==> config.mk <==
export PLATFORM = sky130hd
export DESIGN_NAME = time_sender
export DESIGN_NICKNAME = d
export VERILOG_FILES = /design/src/hdl/line_code_pkg.sv /design/src/hdl/time_pkg.sv /design/src/hdl/encode_8b10b.sv /design/src/hdl/time_sender.sv
export VERILOG_INCLUDE_DIRS = /design/src /design/src/hdl
export SDC_FILE = /design/constraint.sdc
export NUM_CORES = 1
export LEC_CHECK = 0
export ABC_CLOCK_PERIOD_IN_PS = 7890
export BUFFER_PORTS_ARGS = -buffer_cell sky130_fd_sc_hd__buf_2
export CELL_PAD_IN_SITES_DETAIL_PLACEMENT = 1
export CELL_PAD_IN_SITES_GLOBAL_PLACEMENT = 1
export CORE_ASPECT_RATIO = 0.5
export CORE_MARGIN = 5
export CORE_UTILIZATION = 50
export CTS_BUF_LIST = sky130_fd_sc_hd__clkbuf_16
export DETAILED_ROUTE_END_ITERATION = 8
export HOLD_SLACK_MARGIN = 0.02
export PLACE_DENSITY = 0.93
export SYNTH_ARGS = -nofsm -noshare
export SYNTH_HDL_FRONTEND = slang
export SYNTH_SLANG_ARGS = --single-unit
==> constraint.sdc <==
create_clock -name clk -period 7.89 [get_ports clk]
set_clock_uncertainty 0.05 [all_clocks]
set_input_delay 1.1835 -clock clk [delete_from_list [all_inputs] [get_ports clk]]
set_output_delay 1.1835 -clock clk [all_outputs]
set_load 0.01 [all_outputs]
==> src/hdl/time_link_config.svh <==
`ifndef TIME_LINK_CONFIG_SVH
`define TIME_LINK_CONFIG_SVH

// bits in one master time word, a whole number of bytes.
`define TIME_WIDTH 32

// bits in one 8b/10b code group.
`define SYMBOL_BITS 10

// K28.5, sent between frames and used for symbol alignment.
`define COMMA_CHAR 8'hBC

// K28.1, marks the start of a time frame.
`define HEAD_CHAR 8'h3C

`endif

==> src/hdl/line_code_pkg.sv <==
`include "time_link_config.svh"

package line_code_pkg;

   // unencoded byte, HGF EDCBA with A in bit 0.
   typedef logic [7:0] data_byte_t;

   // encoded group, bit 0 is line bit a and goes out first.
   typedef logic [`SYMBOL_BITS-1:0] code_group_t;

   // 1 means positive running disparity.
   typedef logic running_disp_t;

endpackage

==> src/hdl/time_pkg.sv <==
`include "time_link_config.svh"

package time_pkg;

   typedef logic [`TIME_WIDTH-1:0] time_word_t;

   // one data state per time byte, most significant byte first.
   typedef enum logic [2:0]
   {
      SEND_IDLE,
      SEND_HEAD,
      SEND_T0,
      SEND_T1,
      SEND_T2,
      SEND_T3
   } send_state_t;

   typedef enum logic [1:0]
   {
      RECV_HUNT,
      RECV_WAIT_HEAD,
      RECV_COLLECT
   } recv_state_t;

endpackage

==> src/hdl/encode_8b10b.sv <==
`timescale 1ns/10ps

module encode_8b10b
   import line_code_pkg::*;
(
   input  data_byte_t    datain,
   input  logic          k,
   input  running_disp_t dispin,
   output code_group_t   dataout,
   output running_disp_t dispout
);

   logic [4:0]    x;
   logic [2:0]    y;
   logic [5:0]    six_base;
   logic [5:0]    six;
   logic [3:0]    four_base;
   logic [3:0]    four;
   logic [9:0]    flat;
   logic          k28;
   logic          six_unbal;
   logic          four_unbal;
   logic          alt7;
   logic          flip4;
   running_disp_t rd6;

   assign x = datain[4:0];
   assign y = datain[7:5];
   assign k28 = k && (x == 5'd28);

   // 5b/6b, listed as abcdei in the negative disparity form.
   always_comb
   begin
      case (x)
         5'd0:  six_base = 6'b100111;
         5'd1:  six_base = 6'b011101;
         5'd2:  six_base = 6'b101101;
         5'd3:  six_base = 6'b110001;
         5'd4:  six_base = 6'b110101;
         5'd5:  six_base = 6'b101001;
         5'd6:  six_base = 6'b011001;
         5'd7:  six_base = 6'b111000;
         5'd8:  six_base = 6'b111001;
         5'd9:  six_base = 6'b100101;
         5'd10: six_base = 6'b010101;
         5'd11: six_base = 6'b110100;
         5'd12: six_base = 6'b001101;
         5'd13: six_base = 6'b101100;
         5'd14: six_base = 6'b011100;
         5'd15: six_base = 6'b010111;
         5'd16: six_base = 6'b011011;
         5'd17: six_base = 6'b100011;
         5'd18: six_base = 6'b010011;
         5'd19: six_base = 6'b110010;
         5'd20: six_base = 6'b001011;
         5'd21: six_base = 6'b101010;
         5'd22: six_base = 6'b011010;
         5'd23: six_base = 6'b111010;
         5'd24: six_base = 6'b110011;
         5'd25: six_base = 6'b100110;
         5'd26: six_base = 6'b010110;
         5'd27: six_base = 6'b110110;
         5'd28: six_base = k28 ? 6'b001111 : 6'b001110;
         5'd29: six_base = 6'b101110;
         5'd30: six_base = 6'b011110;
         default: six_base = 6'b101011;
      endcase

      six_unbal = ($countones(six_base) != 3);
      // D.07 is balanced but still has two forms.
      six = (dispin && (six_unbal || x == 5'd7)) ? ~six_base : six_base;
      rd6 = six_unbal ? ~dispin : dispin;

      // alternate 7 avoids a run of five on the 6b/4b seam.
      alt7 = (y == 3'd7) && (k ||
             (!rd6 && (x == 5'd17 || x == 5'd18 || x == 5'd20)) ||
             (rd6 && (x == 5'd11 || x == 5'd13 || x == 5'd14)));

      case (y)
         3'd0: four_base = 4'b1011;
         3'd1: four_base = 4'b1001;
         3'd2: four_base = 4'b0101;
         3'd3: four_base = 4'b1100;
         3'd4: four_base = 4'b1101;
         3'd5: four_base = 4'b1010;
         3'd6: four_base = 4'b0110;
         default: four_base = alt7 ? 4'b0111 : 4'b1110;
      endcase

      four_unbal = ($countones(four_base) != 2);
      // K28 swaps its balanced 4b codes after a negative 6b block.
      flip4 = (rd6 && (four_unbal || y == 3'd3)) ||
              (k28 && !rd6 && !four_unbal && y != 3'd3);
      four = flip4 ? ~four_base : four_base;
      dispout = four_unbal ? ~rd6 : rd6;

      flat = {six, four};
      for (int i = 0; i < 10; i++)
         dataout[i] = flat[9-i];
   end

endmodule

==> src/hdl/time_sender.sv <==
`timescale 1ns/10ps
`include "time_link_config.svh"

module time_sender
   import line_code_pkg::*;
   import time_pkg::*;
(
   input  logic       clk,
   input  logic       rst,
   input  time_word_t master_time,
   input  logic       send_sync,
   output logic       serial_out
);

   localparam int NUM_BYTES = `TIME_WIDTH / 8;
   localparam send_state_t LAST_STATE = send_state_t'(SEND_T0 + NUM_BYTES - 1);

   time_word_t    master_time_reg;
   send_state_t   state;
   logic [3:0]    bit_count;
   logic          new_word;
   logic          k;
   data_byte_t    datain;
   data_byte_t    time_byte;
   code_group_t   dataout;
   code_group_t   shift_reg;
   running_disp_t disp_reg;
   running_disp_t disp_next;
   int            byte_idx;

   encode_8b10b encoder
   (
      .datain  (datain),
      .k       (k),
      .dispin  (disp_reg),
      .dataout (dataout),
      .dispout (disp_next)
   );

   assign serial_out = shift_reg[0];
   assign new_word = (bit_count == 4'd9);

   // byte position within the latched time, MSB first.
   assign byte_idx = (state >= SEND_T0) ? int'(state) - int'(SEND_T0) : 0;
   assign time_byte = master_time_reg[`TIME_WIDTH-1-8*byte_idx -: 8];

   always_ff @(posedge clk)
   begin
      if (send_sync)
         master_time_reg <= master_time;
   end

   always_ff @(posedge clk)
   begin
      if (rst)
      begin
         bit_count <= 4'd0;
         shift_reg <= '0;
         disp_reg <= 1'b0;
      end
      else if (new_word)
      begin
         bit_count <= 4'd0;
         shift_reg <= dataout;
         disp_reg <= disp_next;
      end
      else
      begin
         bit_count <= bit_count + 4'd1;
         shift_reg <= {1'b0, shift_reg[`SYMBOL_BITS-1:1]};
      end
   end

   // a sync drops whatever frame is queued and starts over with a comma,
   // so the new frame begins on the next group boundary.
   always_ff @(posedge clk)
   begin
      if (rst)
      begin
         k <= 1'b0;
         datain <= 8'h00;
         state <= SEND_IDLE;
      end
      else if (send_sync)
      begin
         k <= 1'b1;
         datain <= `COMMA_CHAR;
         state <= SEND_HEAD;
      end
      else if (new_word)
      begin
         case (state)
            SEND_IDLE:
            begin
               k <= 1'b1;
               datain <= `COMMA_CHAR;
            end
            SEND_HEAD:
            begin
               k <= 1'b1;
               datain <= `HEAD_CHAR;
               state <= SEND_T0;
            end
            default:
            begin
               k <= 1'b0;
               datain <= time_byte;
               state <= (state == LAST_STATE) ? SEND_IDLE : send_state_t'(state + 1);
            end
         endcase
      end
   end

   assert property (@(posedge clk) disable iff (rst) bit_count <= 4'd9);
   assert property (@(posedge clk) disable iff (rst) send_sync |=> state == SEND_HEAD);

endmodule

==> results.toml <==
[run_status]
status = "completed"

[global_routing]
grt-ovfl-total = 0
busiest_layer = "met2"
grtUsageMet3_pct = 12.0
antenna_found_initial = 1
grt_pass1_wl_um = 15800
grt_usage_pct = 27.4
use_met2_pct = 47.0
grt_max_degree = 42
grt_pass1_vias = 2701
grt_use_met1_pct = 28.9

[route]
drc = 0
routed_wl_um = 10000
wire_per_inst_um = 26.2
first_iter_violations = 238
avgViaCountPerCell = 6.54
vias = 2503
drtPass1Iterations = 5
postRouteAntennaNets = 0

[sta]
post-route-period-util_pct = 86.4
tightest_slew_ps = 967
final.setup.tns_ps = 0
period_needed_ps = 6820
rsz0062_at_grt = "false"
finalHoldViolations = 0
max_clock_freq_ghz = 0.147
relSlewSlack_pct = 35.4
worst_slack_ps = 1070
setup_viol = 0
holdWs_ps = 411
slew_violations = 0

[placed_design]
post-place-ws_ps = 1730
dpl_cell_area_sq_um = 3210
port_buffers = 35
post-dp-hpwl_um = 5250
place_congestion = 0.827

[synthesis]
ys_warn_count = 0
synthCells = 276
synth-seq-cells = 59
synth_compound_area_share_pct = 15.0
synth_nets = 326
synth_edf_count = 32
post_synth_num_cell_types = 54
synth_xor_area_share_pct = 4.31
synthesis.area_sq_um = 3050
synth_fa_ha_area_share_pct = 7.23
yosys.area_share.simple_pct = 13.1
muxShareOfSynthArea_pct = 6.20
ys.flop_type = "edfxtp_1"
async_reset_ff_share_pct = 0
syn_avg_cell_area_sq_um = 11.0
synth-seq-area-share_pct = 49.3
synth_top_family_by_area = "compound AO/OA/AOI/OAI gates"

[floorplan]
fp.dieArea_sq_um = 7850
io_pins = 36
core_area_sq_um = 5980
rows = 20
die_w_um = 120
initial_core_util_pct = 50.9
die_h_um = 65.2

[clock_network]
htree_levels = 3
postCtsResizedCells = 0
cts_sinks = 59
cts_inserted_buffers = 9
post_cts_buffers = 0
cts_tree = "done"
clockBufferDepth = 2
cts_hold_buf = 0
insertion_delay_ps = 350
cts_root_buf = "clkbuf_16"
clk_pin_slew_worst_paths_ps = 70

[critical_path]
startpoint_type = "flop"
worstPathArrival_ps = 6990
cp_cell_sequence = "inv_1 -> a21oi_1 -> o22ai_1 -> a221oi_1 -> ha_1 -> fa_1 -> ha_1 -> and4bb_2 -> xor2_1 -> mux2i_1 -> a31o_1 -> ha_1 -> ha_1 -> fa_1 -> nor3b_1 -> nand2_1 -> nor3_1 -> mux2i_1 -> xnor2_1 -> o21a_1"
critPathKind = "flop to flop"
required_ps = 8060
reg2regPathDepth = 20
critPathMaxFanout = 14
cpMostUsedCell = "ha_1"
slowest_delay_ps = 700
critPathSlowestCell = "dfxtp_1"
crit_path_end_kind = "flop"

[cells_and_area]
multi_input_area_sq_um = 1400
fin_nets = 350
drive_above_1_share_pct = 22.3
final_cell_area_sq_um = 3510
largest_reg_flops = 32
fillers = 599
area_delta_synth_final_pct = 15.4
regArea_sq_um = 1500

[min_path]
whs_path_depth = 2
worst_hold_path_type = "flop to flop"

[flow_run]
cap_violations = 0

[power]
p_total_w = 0.000896
p_leak_nw = 1.30
power.density_nw_per_um2 = 255
peakVddDrop_mv = 0.162
path summary, 6_finish.rpt:
kind	slack [ps]	start	end
hold / removal	410	shift_reg[5]	shift_reg[4]
hold reg to reg	410	shift_reg[5]	shift_reg[4]
setup / recovery	1070	datain[1]	shift_reg[6]
setup reg to reg	1070	datain[1]	shift_reg[6]
synthesized netlist by cell type, types with 2 or more instances:
cell | n | area [sq um]
nand3b_1 | 3 | 22.5
or3_1 | 2 | 12.5
buf_2 | 4 | 20.0
mux2i_1 | 2 | 20.0
nand3_1 | 4 | 20.0
a211oi_1 | 6 | 45.0
nor2_1 | 22 | 82.6
edfxtp_1 | 32 | 961
o22a_1 | 2 | 17.5
dfxtp_1 | 27 | 541
ha_1 | 12 | 150
a22oi_1 | 4 | 30.0
clkbuf_1 | 8 | 30.0
nand2b_1 | 2 | 12.5
xor2_1 | 8 | 70.1
fa_1 | 3 | 60.1
inv_1 | 10 | 37.5
buf_4 | 5 | 37.5
o21a_1 | 4 | 30.0
a21o_1 | 2 | 15.0
a21oi_1 | 18 | 90.1
mux4_2 | 7 | 158
xnor2_1 | 7 | 61.3
o21ai_0 | 10 | 50.1
nor3_1 | 17 | 85.1
a31oi_1 | 4 | 25.0
nor3b_1 | 3 | 22.5
buf_1 | 4 | 15.0
nand2_1 | 19 | 71.3
cell families (layout without fill, tap and decap cells):
kind of cell             Yosys count  after routing
AO/OA/AOI/OAI                     63             63
XOR/XNOR                          15             15
adder cells (fa/ha/maj)           16             16
buffers and inverters             32             61
flip-flops                        59             59
multiplexers                      10             10
other                              0              1
AND/OR/NAND/NOR                   81             81
stage by stage:
step / util, % / std cells
floorplan: - / 276
global placement: 53.7 / 366
detailed placement: 53.7 / 366
CTS: 58.7 / 382
global route: 58.7 / 382
finish: 58.8 / 383
layout make-up:
class                   count  share of cell area [%]
flip-flops and latches     59                    42.7
multi-input cells         185                    39.8
clock buffers               9                    6.41
repair buffers             35                    4.98
well taps                  77                    2.74
clock inverters             7                    2.21
inverters                  10                    1.07
diodes                      1                  0.0712
worst max-delay path: cells and delay by family (launching register included):
kind,cells,cell delay [ps]
buffers and inverters,1,240
DFF,1,700
AOI/OAI and AO/OA,5,1280
muxes,2,630
and+or+nand+nor,4,1160
xor gates and xnor gates,2,600
adders and majority gates,6,2030
routing by layer:
metal	up-vias	routed length, um
met5	-	0
met4	0	448
met3	46	1070
met2	181	4920
met1	1216	3590
li1	1060	-
placed cells by master (no fill, tap or decap), drive strengths merged, types with 10 or more instances in the layout:
cell	netlist	final
nor3	17	17
o21ai	10	10
nor2	22	22
dfxtp	27	27
inv	10	11
buf	13	35
ha	12	12
a21oi	19	19
edfxtp	32	32
nand2	20	20
power by group:
| part | switching (W) | internal [W] |
|---|---|---|
| clock network | 0.000161 | 0.000247 |
| registers | 0.0000176 | 0.000343 |
| logic | 0.0000738 | 0.0000534 |
Note: power is estimated with default switching activity, not from simulation.
